### src/hw/aquila_fabric_settings.svh
`ifndef AQUILA_FABRIC_SETTINGS_SVH
`define AQUILA_FABRIC_SETTINGS_SVH

// ------------------------------
// Datapath
// ------------------------------

// Word and byte-address width
`define AQ_XLEN 32

// TCM depth in words, power of two
`define AQ_TCM_WORDS 1024

// ------------------------------
// Memory map
// ------------------------------

// Segment codes, taken from the top four address bits
`define AQ_SEG_TCM 4'h0
`define AQ_SEG_DEV 4'hC
`define AQ_SEG_SYS 4'hF

// System-device sub-select of the CLINT, address bits 19..16
`define AQ_CLINT_SUB 4'h0

`endif
### src/hw/aquila_fabric_pkg.sv
`default_nettype none

`include "aquila_fabric_settings.svh"

package aquila_fabric_pkg;

    // ------------------------------
    // Plain vector types
    // ------------------------------

    // Data word and byte address
    typedef logic [`AQ_XLEN-1:0] word_t;
    typedef logic [`AQ_XLEN-1:0] addr_t;

    // One enable per byte lane
    typedef logic [`AQ_XLEN/8-1:0] byte_en_t;

    // Word index into the TCM
    typedef logic [$clog2(`AQ_TCM_WORDS)-1:0] tcm_index_t;

    // CLINT register index, address bits 4..2
    typedef logic [2:0] clint_index_t;

    // ------------------------------
    // Router state
    // ------------------------------

    // Idle, or the target that owns the outstanding request
    typedef enum logic [2:0] {
        TGT_IDLE,
        TGT_TCM,
        TGT_DEV,
        TGT_CLINT,
        TGT_SINK
    } target_e;

    // Data request fields, held by the requester until ready
    typedef struct packed {
        addr_t    addr;
        word_t    wdata;
        byte_en_t be;
        logic     we;
    } data_req_t;

endpackage

`default_nettype wire

### src/hw/data_router.sv
`default_nettype none

`include "aquila_fabric_settings.svh"

module data_router (
    input  wire logic                          clk_i,
    input  wire logic                          rst_n_i,
    // Core data port
    input  wire logic                          data_strobe_i,
    input  wire aquila_fabric_pkg::data_req_t  data_req_i,
    output logic                               data_ready_o,
    output aquila_fabric_pkg::word_t           data_o,
    // TCM data port
    output logic                               tcm_en_o,
    input  wire logic                          tcm_ready_i,
    input  wire aquila_fabric_pkg::word_t      tcm_data_i,
    // CLINT
    output logic                               clint_en_o,
    input  wire logic                          clint_ready_i,
    input  wire aquila_fabric_pkg::word_t      clint_data_i,
    // External device port
    output logic                               dev_strobe_o,
    output aquila_fabric_pkg::data_req_t       dev_req_o,
    input  wire logic                          dev_ready_i,
    input  wire aquila_fabric_pkg::word_t      dev_data_i
);

    logic [3:0]                  seg;
    logic [3:0]                  sys_sub;
    aquila_fabric_pkg::target_e  sel_tgt;
    aquila_fabric_pkg::target_e  tgt_q;
    logic                        sink_ready_q;
    logic                        tgt_ready;

    // ------------------------------
    // Address decode
    // ------------------------------

    assign seg     = data_req_i.addr[`AQ_XLEN-1 -: 4];
    assign sys_sub = data_req_i.addr[19:16];

    always_comb begin
        unique case (seg)
            `AQ_SEG_TCM: sel_tgt = aquila_fabric_pkg::TGT_TCM;
            `AQ_SEG_DEV: sel_tgt = aquila_fabric_pkg::TGT_DEV;
            // CLINT at one sub-select, the rest of the system segment sinks
            `AQ_SEG_SYS: sel_tgt = (sys_sub == `AQ_CLINT_SUB) ?
                                   aquila_fabric_pkg::TGT_CLINT :
                                   aquila_fabric_pkg::TGT_SINK;
            default:     sel_tgt = aquila_fabric_pkg::TGT_SINK;
        endcase
    end

    // Strobe goes to exactly one target in the cycle it arrives
    assign tcm_en_o     = data_strobe_i && (sel_tgt == aquila_fabric_pkg::TGT_TCM);
    assign clint_en_o   = data_strobe_i && (sel_tgt == aquila_fabric_pkg::TGT_CLINT);
    assign dev_strobe_o = data_strobe_i && (sel_tgt == aquila_fabric_pkg::TGT_DEV);

    // Device only sees the request when it is addressed
    assign dev_req_o = (sel_tgt == aquila_fabric_pkg::TGT_DEV) ? data_req_i : '0;

    // ------------------------------
    // Target tracking
    // ------------------------------

    // Ready of whichever target owns the request
    always_comb begin
        unique case (tgt_q)
            aquila_fabric_pkg::TGT_TCM:   tgt_ready = tcm_ready_i;
            aquila_fabric_pkg::TGT_DEV:   tgt_ready = dev_ready_i;
            aquila_fabric_pkg::TGT_CLINT: tgt_ready = clint_ready_i;
            aquila_fabric_pkg::TGT_SINK:  tgt_ready = sink_ready_q;
            default:                      tgt_ready = 1'b0;
        endcase
    end

    always_ff @(posedge clk_i or negedge rst_n_i) begin
        if (!rst_n_i) begin
            tgt_q        <= aquila_fabric_pkg::TGT_IDLE;
            sink_ready_q <= 1'b0;
        end else begin
            // Sink answers one cycle after its strobe
            sink_ready_q <= data_strobe_i && (sel_tgt == aquila_fabric_pkg::TGT_SINK);
            if (data_strobe_i) begin
                tgt_q <= sel_tgt;
            end else if (tgt_ready) begin
                tgt_q <= aquila_fabric_pkg::TGT_IDLE;
            end
        end
    end

    // Response picked by the latched target, sink reads zero
    assign data_ready_o = tgt_ready;

    always_comb begin
        unique case (tgt_q)
            aquila_fabric_pkg::TGT_TCM:   data_o = tcm_data_i;
            aquila_fabric_pkg::TGT_DEV:   data_o = dev_data_i;
            aquila_fabric_pkg::TGT_CLINT: data_o = clint_data_i;
            default:                      data_o = '0;
        endcase
    end

    // ------------------------------
    // Protocol checks
    // ------------------------------

    // Core waits for the ready pulse before a new strobe
    a_no_strobe_busy: assert property (@(posedge clk_i) disable iff (!rst_n_i)
        data_strobe_i |-> (tgt_q == aquila_fabric_pkg::TGT_IDLE));

    // No data-side target answers without an outstanding request
    a_no_ready_idle: assert property (@(posedge clk_i) disable iff (!rst_n_i)
        (tgt_q == aquila_fabric_pkg::TGT_IDLE) |->
            !(tcm_ready_i || clint_ready_i || dev_ready_i));

endmodule

`default_nettype wire

### config.mk
export PLATFORM = sky130hd
export DESIGN_NAME = data_router
export DESIGN_NICKNAME = d
export VERILOG_FILES = /design/src/hw/aquila_fabric_pkg.sv /design/src/hw/data_router.sv
export VERILOG_INCLUDE_DIRS = /design/src /design/src/hw
export SDC_FILE = /design/constraint.sdc
export NUM_CORES = 1
export LEC_CHECK = 0
export ABC_AREA = 1
export BUFFER_PORTS_ARGS = -buffer_cell sky130_fd_sc_hd__buf_4
export CORE_AREA = 2 2 108 110
export DETAILED_ROUTE_END_ITERATION = 8
export DIE_AREA = 0 0 110 112
export PLACE_DENSITY_LB_ADDON = 0.15
export SETUP_SLACK_MARGIN = 0.15
export SYNTH_ARGS = -nofsm -noshare
export SYNTH_HDL_FRONTEND = slang
export SYNTH_SLANG_ARGS = --single-unit
### constraint.sdc
create_clock -name clk_i -period 1 [get_ports clk_i]
set_input_delay 0.1 -clock clk_i [delete_from_list [all_inputs] [get_ports clk_i]]
set_output_delay 0.1 -clock clk_i [all_outputs]
set_load 0.03 [all_outputs]
Word level (Yosys, flattened, before mapping)
Cells that the tools add are included.
{"block": "totals", "regBits": 4, "in_bits": 171, "word_cells": 26}
{"block": "classes", "n_eq_ne": 10, "n_mux": 7, "reduce_logical": 7}
{"operator": "$pmux W32 S3", "n": 1}
{"operator": "$mux W69", "n": 1}
{"operator": "$eq A3 B2 Y1 const B", "n": 4}
{"operator": "$mux W3", "n": 3}
{"operator": "$pmux W3 S3", "n": 1}
{"operator": "$eq A4 B4 Y1 const B", "n": 2}
{"operator": "$logic_not A4 Y1", "n": 2}
{"operator": "$eq A3 B1 Y1 const B", "n": 2}
{"operator": "$eq A3 B3 Y1 const B", "n": 2}
{"operator": "$logic_and A1 B1 Y1", "n": 4}
{"operator": "$pmux W1 S4", "n": 1}
{"operator": "$reduce_bool A2 Y1", "n": 1}

Depth between registers and ports, before layout
{"block": "logic_depth", "depth_word": 5, "ltp_mapped": 7, "mapped_depth_nobuf": 7}

Worst setup path before layout
Ideal clock, no wire load.
{"block": "synth_timing", "path_kind": "flip-flop to output port", "from": "register tgt_q[0]", "to": "output data_o[12]", "required_time_ps": 900, "arrival_time_ps": 1210, "stages_incl_launch_ff": 5, "slack_ps": -310, "path_buffers": 1, "cell_sequence": "dfrtp_1 > nor3_4 > buf_6 > nand2_1 > nand3_1"}
{"block": "synth_via", "elab_chain_cells": 2, "elab_cells_between_ends": 4, "classes_between": "eq/ne (3); mux (1)"}
{"item": "from (decl)", "line_no": "data_router.sv:31", "text": "aquila_fabric_pkg::target_e tgt_q;"}
{"item": "from (signal assigned)", "line_no": "data_router.sv:79", "text": "tgt_q <= aquila_fabric_pkg::TGT_IDLE;"}
{"item": "from (signal assigned)", "line_no": "data_router.sv:85", "text": "tgt_q <= sel_tgt;"}
{"item": "from (signal assigned)", "line_no": "data_router.sv:87", "text": "tgt_q <= aquila_fabric_pkg::TGT_IDLE;"}
{"item": "$eq A3 B2 Y1 or $eq A3 B1 Y1 (tied branches)", "line_no": "data_router.sv:96", "text": "unique case (tgt_q)"}
{"item": "$pmux W32 S3 *", "line_no": "data_router.sv:96"}
{"item": "to (decl)", "line_no": "data_router.sv:12", "text": "output aquila_fabric_pkg::word_t data_o,"}
Mark *: on every way between the ends. The rest lies on a longest branch, timed or not.

Final worst setup path
{"block": "layout_timing", "from": "register tgt_q[1]", "to": "output data_o[26]"}
The elaborated chain is that of the path after synthesis.

==> metrics.md <==
| Metric | Value |
|---|---|
| Crit end category | output port |
| Starting Density | 0.1299 |
| Port buffer count | roughly 270 |
| Final hold slack | about 0.13 ns |
| Final WS setup | -0.6210 ns |
| Largest net degree at the start of global routing | 15 |
| Top-area cell type share of the netlist area | 0.2457 |
| Area share of xor/xnor cells in the synthesized design | 0 |
| Leakage | 3.217 nW |
| Area Growth Syn to Fin | 320.5% |
| Post-Synthesis Cells | around 310 |
| Post-synthesis sequential area ratio | 0.06897 |
| Fin crit period | 1.621 ns |
| Post-synthesis cell type count | 16 |
| Routed vias | roughly 3100 |
| Clk pwr share | 0.269 |
| Tot Pwr | 2.425 mW |
| # setup viols final | between 90 and 100 |
| Layout cells sized above 1 | 0.8028 |
| MaxCap Viol Count | 0 |
| PD cells | ~400 nW/um2 |
| Largest family of logic cells by synthesized area | simple AND/OR/NAND/NOR gates |
| RSZ-0062 raised after global routing | true |
| Max Transition Viols Final | 0 |
| Post-synth EDFFs | 0 |
| Mean Syn Cell Area | around 4.6 um2 |
| Skew-Pair Late Insertion Delay | roughly 0.23 ns |
| Post-synthesis simple-gate area fraction | 0.5543 |
| Via density | roughly 4.0 |
| Worst Setup Path Type | flip-flop to output port |
| WL final | roughly 10 mm |
| Synthesized area | 1451 um2 |
| Die W | 110 um |
| Area contributors post-synth | nand2_1 25%, inv_1 19%, nor2_1 19%, nand3_1 8.3%, dfrtp_1 6.9% |
| Critical Path RT | about 0.9 ns |
| Reg clk slew, reported paths | around 0.03 ns |
| Diode count | 0 |
| Drc violations | 0 |
| Sw Pwr | approximately 850 uW |
| IO Pins | about 280 |
| Post-layout util | 0.5462 |
| Synth Area in Compound Gates | 0.09138 |
| Initial antenna violation count | 0 |
| Post-synthesis mux area share | 0 |
| Final HPWL DP | ~7.5 mm |
| CP Max Fanout | 6 |
| Max Fclk | slightly above 0.6 GHz |
| Synth warnings | 0 |
| First-pass GRT wire length | between 10 and 15 mm |
| Number of global-route vias before repair | approximately 3100 |
| Commonest non-fill, non-tap cell in the layout | buf_4 |
| Die H | 112 um |
| CTS Buffer Depth | 2 |
| Kind of start point of the critical path | flip-flop |
| Final Wtd Congestion | 0.7354 |
| Register bit total from synthesis | 4 |
| Core Area | between 10000 and 15000 um2 |
| Row count | 39 |
| Final period util | 1.621 |
| DP Area | between 4000 and 5000 um2 |
| Final hold violations | 0 |
| Sinks on Clock Net | 4 |
| Final nets | 811 |
| DRT Pass-1 Iters | 4 |
| Drt first-iter violations | 66 |
| Status | finished with violations |
| Synth area leader | nand2_1 |
| Crit path DAT | 1.52 ns |
| Sequential Power Share | 0.078 |
| Violated checks | setup timing |
| Combinational power share | 0.652 |
| Final Cell Area | ~6100 um2 |
| Post-synth ARST share | 1.000 |
| Root Buffer | clkbuf_16 |
| Adder-Cell Fraction of Synth Area | 0 |
| CTS tree | built |
| GRT Overall Usage | 0.1451 |
| Worst IR Drop VDD | 0.3337 mV |
| Skew final | ~0.00044 ns |
| Die footprint | ~12000 um2 |
| WL/cell | roughly 12 um |
| Final antenna-violating net count | 0 |
| Most frequent cells in the layout | 186 x buf_4, 126 x buf_6, 71 x nor2_4 |
| Worst min path class | primary input to flip-flop |
| Internal power | between 1.5 and 2 mW |
| Fill cells | around 1000 |
| Main flop type after synthesis | dfrtp_1 |
| GRT overflow | 0 |
| CTS buffer count | 3 |
| CTS H-tree lvls | 1 |
| Switching share of power | 0.3486 |
-- sequential cells by signal, summed over array words and instances, names as in the netlist --
signal        cells
tgt_q             3
sink_ready_q      1
-- cells in the mapped netlist, types with 2 or more instances --
library cell	instances
dfrtp_1	4
buf_6	5
a22oi_1	12
a22oi_2	3
clkbuf_1	6
nand2_1	95
buf_2	4
nor3_4	2
nand4_1	4
inv_1	73
nand3_1	24
inv_2	4
nor2_1	72
buf_4	3
-- cell families after synthesis --
family,count (synthesis)
AO/OA/AOI/OAI,16
other,1
buffers and inverters,95
flip-flops,4
AND/OR/NAND/NOR,197
-- power by group through the flow --
stage,combinational (mW),sequential (mW),clock (mW)
finish,1.58,0.190,0.653
global route,1.68,0.192,0.676
CTS,1.53,0.190,0.664
detailed placement,1.29,0.193,0
global placement,1.28,0.192,0
floorplan,0.552,0.192,0
-- worst max-delay path, stage by stage, from the launching register on --
cell	delay [ns]
dfrtp_2	0.42
buf_6	0.13
nor3_4	0.15
buf_6	0.15
clkbuf_16	0.17
a22oi_2	0.08
nand2_4	0.06
buf_6	0.12
-- routing by layer --
layer  GRT usage  wire length (um)  up-vias
met5           0                 0        -
met4     0.03376               132        0
met3     0.03864              1202        8
met1      0.1368              2887     1390
met2      0.2973              5506      170
li1            -                 -     1570
-- per-stage QoR --
step                      instances  setup TNS, ns  setup WS, ns
after floorplan                 314         -6.795       -0.2367
after global placement          743         -15.90       -0.3884
after detailed placement        743         -17.02       -0.4188
after CTS                       773         -22.79       -0.6329
after global routing            782         -27.51       -0.6749
final                           782         -22.82       -0.6210
-- cell type report --
class	count	area, um2	area share
clock buffers	4	78.83	0.01292
inverters	77	307.8	0.05043
multi-input cells	215	2023	0.3315
flip-flops and latches	4	103.9	0.01702
well taps	143	178.9	0.02932
repair buffers	339	3411	0.5588
-- path summary, 6_finish.rpt --
kind	startpoint	to	slack [ns]	depth (start not counted)
min in group asynchronous	rst_n_i	tgt_q[1]	0.22	2
min reg2reg	tgt_q[1]	tgt_q[1]	0.78	4
max	tgt_q[1]	data_o[26]	-0.62	7
min	data_strobe_i	tgt_q[0]	0.13	3
max reg2reg	tgt_q[0]	tgt_q[0]	-0.45	10
max in group asynchronous	rst_n_i	tgt_q[0]	0.67	2
-- timing repair --
action | 4_1_cts | 5_1_grt
resized for setup | 183 | 29
pin swaps | 29 | 15
hold buffers | 1 | 0
endpoints found under the hold margin | 4 | 0
gates cloned | 8 | 2
setup buffers | 17 | 7
endpoints found under the setup margin | 107 | 107
(Power assumes the default switching activity.)
