==> src/hw/aquila_fabric_settings.svh <==
`ifndef AQUILA_FABRIC_SETTINGS_SVH
`define AQUILA_FABRIC_SETTINGS_SVH

// ------------------------------
// Datapath
// ------------------------------

// Word and byte-address width
`define AQ_XLEN 32

// TCM depth in words, power of two
`define AQ_TCM_WORDS 1024

// ------------------------------
// Memory map
// ------------------------------

// Segment codes, taken from the top four address bits
`define AQ_SEG_TCM 4'h0
`define AQ_SEG_DEV 4'hC
`define AQ_SEG_SYS 4'hF

// System-device sub-select of the CLINT, address bits 19..16
`define AQ_CLINT_SUB 4'h0

`endif
==> src/hw/aquila_fabric_pkg.sv <==
`default_nettype none

`include "aquila_fabric_settings.svh"

package aquila_fabric_pkg;

    // ------------------------------
    // Plain vector types
    // ------------------------------

    // Data word and byte address
    typedef logic [`AQ_XLEN-1:0] word_t;
    typedef logic [`AQ_XLEN-1:0] addr_t;

    // One enable per byte lane
    typedef logic [`AQ_XLEN/8-1:0] byte_en_t;

    // Word index into the TCM
    typedef logic [$clog2(`AQ_TCM_WORDS)-1:0] tcm_index_t;

    // CLINT register index, address bits 4..2
    typedef logic [2:0] clint_index_t;

    // ------------------------------
    // Router state
    // ------------------------------

    // Idle, or the target that owns the outstanding request
    typedef enum logic [2:0] {
        TGT_IDLE,
        TGT_TCM,
        TGT_DEV,
        TGT_CLINT,
        TGT_SINK
    } target_e;

    // Data request fields, held by the requester until ready
    typedef struct packed {
        addr_t    addr;
        word_t    wdata;
        byte_en_t be;
        logic     we;
    } data_req_t;

endpackage

`default_nettype wire

==> src/hw/clint.sv <==
`default_nettype none

module clint (
    input  wire logic                          clk_i,
    input  wire logic                          rst_n_i,
    // Register access from the router
    input  wire logic                          en_i,
    input  wire aquila_fabric_pkg::data_req_t  req_i,
    output aquila_fabric_pkg::word_t           data_o,
    output logic                               ready_o,
    // Interrupts to the core
    output logic                               tmr_irq_o,
    output logic                               sft_irq_o
);

    // Register word indices
    localparam aquila_fabric_pkg::clint_index_t IDX_MSIP   = 3'd0;
    localparam aquila_fabric_pkg::clint_index_t IDX_CMP_LO = 3'd2;
    localparam aquila_fabric_pkg::clint_index_t IDX_CMP_HI = 3'd3;
    localparam aquila_fabric_pkg::clint_index_t IDX_MTM_LO = 3'd6;
    localparam aquila_fabric_pkg::clint_index_t IDX_MTM_HI = 3'd7;

    aquila_fabric_pkg::clint_index_t idx;
    logic                            wr;
    logic                            msip_q;
    logic [63:0]                     mtimecmp_q;
    logic [63:0]                     mtime_q;
    aquila_fabric_pkg::word_t        rd_data;

    // Byte-lane merge of a write into a register word
    function automatic aquila_fabric_pkg::word_t merge_word(
        input aquila_fabric_pkg::word_t old_w,
        input aquila_fabric_pkg::word_t new_w,
        input aquila_fabric_pkg::byte_en_t be
    );
        aquila_fabric_pkg::word_t res;
        res = old_w;
        for (int b = 0; b < $bits(be); b++) begin
            if (be[b]) begin
                res[8*b +: 8] = new_w[8*b +: 8];
            end
        end
        return res;
    endfunction

    assign idx = req_i.addr[4:2];
    assign wr  = en_i && req_i.we;

    // ------------------------------
    // Registers
    // ------------------------------

    always_ff @(posedge clk_i or negedge rst_n_i) begin
        if (!rst_n_i) begin
            msip_q     <= 1'b0;
            mtimecmp_q <= '1;
            mtime_q    <= '0;
        end else begin
            // Only bit 0 of msip exists, it lives in byte lane 0
            if (wr && idx == IDX_MSIP && req_i.be[0]) begin
                msip_q <= req_i.wdata[0];
            end
            if (wr && idx == IDX_CMP_LO) begin
                mtimecmp_q[31:0] <= merge_word(mtimecmp_q[31:0], req_i.wdata, req_i.be);
            end
            if (wr && idx == IDX_CMP_HI) begin
                mtimecmp_q[63:32] <= merge_word(mtimecmp_q[63:32], req_i.wdata, req_i.be);
            end
            // Timer loads on a write, otherwise free running
            if (wr && idx == IDX_MTM_LO) begin
                mtime_q[31:0] <= merge_word(mtime_q[31:0], req_i.wdata, req_i.be);
            end else if (wr && idx == IDX_MTM_HI) begin
                mtime_q[63:32] <= merge_word(mtime_q[63:32], req_i.wdata, req_i.be);
            end else begin
                mtime_q <= mtime_q + 64'd1;
            end
        end
    end

    // ------------------------------
    // Read path and interrupts
    // ------------------------------

    always_comb begin
        unique case (idx)
            IDX_MSIP:   rd_data = {31'd0, msip_q};
            IDX_CMP_LO: rd_data = mtimecmp_q[31:0];
            IDX_CMP_HI: rd_data = mtimecmp_q[63:32];
            IDX_MTM_LO: rd_data = mtime_q[31:0];
            IDX_MTM_HI: rd_data = mtime_q[63:32];
            default:    rd_data = '0;
        endcase
    end

    // Read data is payload only
    always_ff @(posedge clk_i) begin
        if (en_i) begin
            data_o <= rd_data;
        end
    end

    always_ff @(posedge clk_i or negedge rst_n_i) begin
        if (!rst_n_i) begin
            ready_o   <= 1'b0;
            tmr_irq_o <= 1'b0;
        end else begin
            ready_o   <= en_i;
            // Timer pending while mtime has reached the compare value
            tmr_irq_o <= (mtime_q >= mtimecmp_q);
        end
    end

    assign sft_irq_o = msip_q;

    // Compare resets to all ones, so no timer interrupt right out of reset
    a_tmr_quiet_after_reset: assert property (@(posedge clk_i)
        $rose(rst_n_i) |=> !tmr_irq_o);

endmodule

`default_nettype wire

==> config.mk <==
export PLATFORM = sky130hd
export DESIGN_NAME = clint
export DESIGN_NICKNAME = d
export VERILOG_FILES = /design/src/hw/aquila_fabric_pkg.sv /design/src/hw/clint.sv
export VERILOG_INCLUDE_DIRS = /design/src /design/src/hw
export SDC_FILE = /design/constraint.sdc
export NUM_CORES = 1
export LEC_CHECK = 0
export BUFFER_PORTS_ARGS = -buffer_cell sky130_fd_sc_hd__buf_2
export CORE_MARGIN = 2
export CORE_UTILIZATION = 49
export DETAILED_ROUTE_END_ITERATION = 8
export HOLD_SLACK_MARGIN = 0.15
export PLACE_DENSITY = 0.68
export SLEW_MARGIN = 30
export SYNTH_ARGS = -nofsm -noshare
export SYNTH_HDL_FRONTEND = slang
export SYNTH_SLANG_ARGS = --single-unit
==> constraint.sdc <==
create_clock -name clk_i -period 3.1 [get_ports clk_i]
set_input_delay 0.62 -clock clk_i [delete_from_list [all_inputs] [get_ports clk_i]]
set_output_delay 0.62 -clock clk_i [all_outputs]
set_load 0.1 [all_outputs]
# Word-level counts from Yosys, hierarchy flattened
# Cells that the tools add are included.
op_classes:
  addsub: 1
  mul: 0
  div: 0
  order_cmp: 1
  eq_ne: 13
  n_shift: 0
  n_mux: 8
  bitwise: 1
  reduce_logical: 24
ops:
  columns: ["operator", "n"]
  rows:
  - ["$pmux 32 s5", 1]
  - ["$mux 32", 3]
  - ["$add 64x1->64 const B", 1]
  - ["$ge 64x64->1", 1]
  - ["$mux 8", 4]
  - ["$reduce_and 2->1", 16]
  - ["$ne 2x2->1 const B", 9]
  - ["$logic_and 1x1->1", 7]
  - ["$eq 3x2->1 const B", 2]
  - ["$eq 3x3->1 const B", 2]
  - ["$logic_not 3->1", 1]
  - ["$not 1->1", 1]
totals:
  ff_bits: 163
  latch_bits: 0
  ram_bits: 0
  mem_bits_ro: 0
  in_bits: 72
  out_inout_bits: 35
  word_cells: 68
  memories: 0

# Logic depth before layout (Yosys ltp)
logic_depth:
  word_depth: 4
  mapped_depth: 8
  depth_no_buf: 8

# Least setup slack after synthesis
# No wires, ideal clock.
synth_timing:
  kind: "input to register"
  startpoint: "input port req_i[40] in the netlist's numbering"
  endpoint: "register mtime_q[10]"
  setup_ns: 0.123
  t_arrival_ns: 2.065
  required_time_ns: 2.977
  slack_ns: 0.912
  cell_stages: 6
  n_path_buf: 3
  cell_sequence: "clkbuf_1 and4_1 clkbuf_1 clkbuf_1 nand2_1 o221a_2"
synth_via:
  elab_chain_len: 4
  elab_cells_between_ends: 8
  cone_classes: "eq/ne: 4; mux: 1; reduce/logical: 3"
synth_rtl:
  columns: ["element", "line_no", "text"]
  rows:
  - ["start: declaration", "clint.sv:8", "input wire aquila_fabric_pkg::data_req_t req_i,"]
  - ["$eq 3x3->1, on equally long branches", "clint.sv:70, clint.sv:72", null]
  - ["$logic_and 1x1->1, on equally long branches", "clint.sv:70, clint.sv:72", null]
  - ["$ne 2x2->1 (no source line)", null, null]
  - ["$reduce_and 2->1 (no source line)", null, null]
  - ["end signal: assignment", "clint.sv:71", "mtime_q[31:0] <= merge_word(mtime_q[31:0], req_i.wdata, req_i.be);"]
  - ["end signal: assignment", "clint.sv:75", "mtime_q <= mtime_q + 64'd1;"]
  - ["end: declaration", "clint.sv:27", "logic [63:0] mtime_q;"]
# Parallel ways exist; a longest one is shown, timed or not.
# A chain may end at the register's enable or synchronous reset.

# Worst setup path in the final report
layout_timing:
  startpoint: "register mtime_q[20]"
  endpoint: "register mtime_q[48]"
layout_via:
  elab_chain_len: 2
layout_rtl:
  columns: ["element", "line_no", "text"]
  rows:
  - ["$add 64x1->64", "clint.sv:75", null]
  - ["$mux 32", "clint.sv:72", "end else if (wr && idx == IDX_MTM_HI) begin"]
# No other way between the ends.

==> flow_summary.json <==
{
  "timing.final.max_slew_violations": 0,
  "area_growth_pct": 14.8,
  "clockRootBuffer": "sky130_fd_sc_hd__clkbuf_16",
  "ff2ff_path_depth": 6,
  "reg2reg_from": "mtime_q[20]$_DFFE_PN0P_",
  "maxClockFrequency_mhz": 366,
  "synth.top_cell.area_share_pct": 16.7,
  "dp_slack_ns": 0.485,
  "sw_frac_of_total_pct": 36.3,
  "worstPathMaxFanout": 22,
  "wl_per_cell_um": 20.7,
  "mappedNetlistNets": 1216,
  "global_route.overflow_total": 0,
  "postLayoutSetupSlackWorst_ns": 0.371,
  "overall_global_routing_resource_usage_pct": 28.0,
  "timing.critical_path.to_type": "flip-flop",
  "grt_max_degree": 51,
  "syn_inst": 1079,
  "largest_incremental_delay_on_the_critical_path_ns": 0.70,
  "cellLeakagePower_nw": 4.88,
  "route.detailed.vias_per_inst": 6.18,
  "cts_tree": "done",
  "timing.critical_path.slowest_stage_cell": "sky130_fd_sc_hd__or4_4",
  "synthArstFlopShare_pct": 80.4,
  "clock_sinks": 163,
  "power_report.internal_total_mw": 5.24,
  "via_count": 8941,
  "power.share.combinational_pct": 29.9,
  "synth-edff-count": 32,
  "detailedPlacementHpwl_um": 21600,
  "postCtsSetupRepairBufs": 0,
  "rsz0062_at_grt": "false",
  "placed_area_mm2": 0.0109,
  "final.setup.tns_ns": 0,
  "drc": 0,
  "min_period_over_period_pct": 88.0,
  "ys_seq_elements": 163,
  "clockPowerShare_pct": 29.7,
  "net-switching-power_mw": 2.99,
  "timing.setup.critical_path_class": "reg2reg",
  "dieWidth_um": 147,
  "cts_buffer_depth": 2,
  "postSynth.topFlopCell": "sky130_fd_sc_hd__dfrtp_1",
  "syn_area_per_cell_um2": 9.32,
  "yosysWarningCount": 0,
  "critPathTopFamily": "simple AND/OR/NAND/NOR gates",
  "antenna_violations_before_repair": 1,
  "finalCriticalPeriod_ns": 2.73,
  "max_slew.worst_pin.slew_ns": 0.773,
  "worstHoldPathType": "in2async",
  "ant_nets": 0,
  "chipHeight_um": 147,
  "gp_routability_congestion": 0.992,
  "final_cell_count_no_fill": 1446,
  "htree_num_levels": 4,
  "setup-violations-final": 0,
  "cts_buffers": 17,
  "power.density_mw_per_mm2": 712,
  "buffer_ports.inserted": 77,
  "irDropWorstVdd_mv": 0.416,
  "crit_path_start_kind": "flip-flop",
  "first_global_vias": 8488,
  "post_synth_num_cell_types": 65,
  "std_cell_rows": 52,
  "drv_cap": 0,
  "worstPathRequired_ns": 3.44,
  "fin_util_pct": 57.2,
  "start_util_pct": 49.8,
  "synth_area_mm2": 0.0101,
  "dpl.cell_count": 1414,
  "grt_first_pass_wirelength_um": 47000,
  "sequentialPowerShare_pct": 40.4,
  "drive_gt1_share_pct": 23.6,
  "crit_path_from": "mtime_q[20]$_DFFE_PN0P_",
  "worst_path_most_repeated_cell": "sky130_fd_sc_hd__a211oi_1",
  "status": "complete, no violations",
  "finalNetCount": 1300,
  "yosys.area.top_type": "sky130_fd_sc_hd__dfstp_2",
  "cp_cell_sequence": "and3_4, nand3_2, or4_4, nor3_1, a211oi_1, a211oi_1",
  "cp_buf_inv_count": 0,
  "worst_r2r_endpoint": "mtime_q[48]$_DFFE_PN0P_",
  "finalHoldViolCount": 0,
  "routed_wl_um": 29900,
  "synth.yosys.seq_area_share_pct": 43.0,
  "floorplan.die_area_mm2": 0.0217,
  "drt_iter0_markers": 855,
  "post_cts_resize_count": 0,
  "worst_ep_arrival_time_ns": 3.07,
  "stdcell_area_mm2": 0.0115,
  "clk_transition_reported_paths_ns": 0.07,
  "timing.reg2reg.setup_slack_ns": 0.37,
  "num_io_pins": 107,
  "clock_skew_ns": 0.0101,
  "clkLatencyLatePin_ns": 0.44,
  "hold_buffers": 0,
  "detailedRoute.firstPassIterationCount": 7,
  "floorplan.core_area_mm2": 0.0202,
  "synthTopCellsByArea": "sky130_fd_sc_hd__dfstp_2 (17%), sky130_fd_sc_hd__dfrtp_1 (17%), sky130_fd_sc_hd__edfxtp_1 (9.6%)",
  "n_antenna_cell": 0,
  "max_slew_margin_pct": 48.0
}
[cell usage after synthesis (all sizes together), types with 5 or more instances]
cell type,count
nand2,144
ha,65
nor2,74
a22oi,68
a211oi,26
nor4,24
a311oi,6
o21ai,44
xnor2,8
nand3,42
and3,22
edfxtp,32
a21oi,65
inv,75
dfrtp,67
mux2,50
nand4,28
nor3,28
o22ai,19
and4,8
a31oi,6
clkbuf,38
dfstp,64
o221a,5
buf,7
or3,5
[power groups by stage]
stage,clock [mW],sequential [mW],combinational (mW)
2_1_floorplan,0,3.56,1.44
3_3_place_gp,0,3.32,2.36
3_5_place_dp,0,3.34,2.42
4_1_cts,2.46,3.31,2.45
5_1_grt,2.55,3.39,2.72
6_report,2.44,3.32,2.46
[sequential cells by signal (all words and copies together), names as in the netlist]
register    count
mtimecmp_q     64
tmr_irq_o       1
sft_irq_o       1
data_o         32
ready_o         1
mtime_q        64
[cell usage in the layout, fill, tap and decap left out, types with 8 or more instances in the layout]
master and n:
sky130_fd_sc_hd__nor3_1 27, sky130_fd_sc_hd__nand4_1 28, sky130_fd_sc_hd__inv_1 75, sky130_fd_sc_hd__xnor2_1 8
sky130_fd_sc_hd__edfxtp_1 32, sky130_fd_sc_hd__dfstp_2 64, sky130_fd_sc_hd__o21ai_0 44, sky130_fd_sc_hd__a22oi_1 68
sky130_fd_sc_hd__nor2_1 71, sky130_fd_sc_hd__nor4_1 15, sky130_fd_sc_hd__a211oi_1 26, sky130_fd_sc_hd__nand3_1 40
sky130_fd_sc_hd__clkbuf_16 17, sky130_fd_sc_hd__o22ai_1 19, sky130_fd_sc_hd__mux2_2 50, sky130_fd_sc_hd__ha_1 65
sky130_fd_sc_hd__nand2_1 144, sky130_fd_sc_hd__dfrtp_1 67, sky130_fd_sc_hd__buf_2 76, sky130_fd_sc_hd__and3_1 21
sky130_fd_sc_hd__a21oi_1 65, sky130_fd_sc_hd__buf_4 32
[worst max path at each step]
| stage | depth (start not counted) | end | slack (ns) |
|---|---|---|---|
| floorplan | 6 | mtime_q[10]$_DFFE_PN0P_ | 0.91 |
| global placement | 6 | mtime_q[56]$_DFFE_PN0P_ | 0.57 |
| detailed placement | 6 | mtime_q[48]$_DFFE_PN0P_ | 0.48 |
| CTS | 6 | mtime_q[48]$_DFFE_PN0P_ | 0.46 |
| global route | 6 | mtime_q[48]$_DFFE_PN0P_ | 0.25 |
| finish | 6 | mtime_q[48]$_DFFE_PN0P_ | 0.37 |
[logic make-up (layout without fill, tap and decap cells)]
kind of cell             after synthesis  after routing  synth area share [%]
buffers and inverters                120            217                  4.62
adder cells (fa/ha/maj)               65             65                  8.09
multiplexers                          50             50                  5.60
AND/OR/NAND/NOR                      393            393                  19.5
flip-flops                           163            163                  43.0
XOR/XNOR                              10             10                 0.871
AO/OA/AOI/OAI                        278            278                  18.3
[final cells by class]
type / count / area, µm²
flip-flops and latches: 163 / 4320
clock buffers: 23 / 468
repair buffers: 110 / 661
inverters: 75 / 282
clock inverters: 9 / 201
fillers: 1840 / 8620
multi-input cells: 796 / 5280
well taps: 270 / 338
[per-layer routing]
| metal | up-vias | part of all wire (%) | track usage (%) | wire (µm) |
|---|---|---|---|---|
| met1 | 4313 | 44 | 38.4 | 13100 |
| met3 | 55 | 6.7 | 4.22 | 1990 |
| met5 | - | 0 | 0 | 0 |
| li1 | 4197 | - | - | - |
| met2 | 376 | 46 | 45.0 | 13800 |
| met4 | 0 | 3.3 | 10.5 | 983 |
[per-stage QoR]
stage / hold WS, ns / total power [mW]
after CTS: 0.257 / 8.21
after global routing: 0.275 / 8.67
after detailed placement: 0.512 / 5.76
final: 0.226 / 8.22
after floorplan: 0.324 / 5.00
after global placement: 0.509 / 5.68
(Power assumes the default switching activity.)
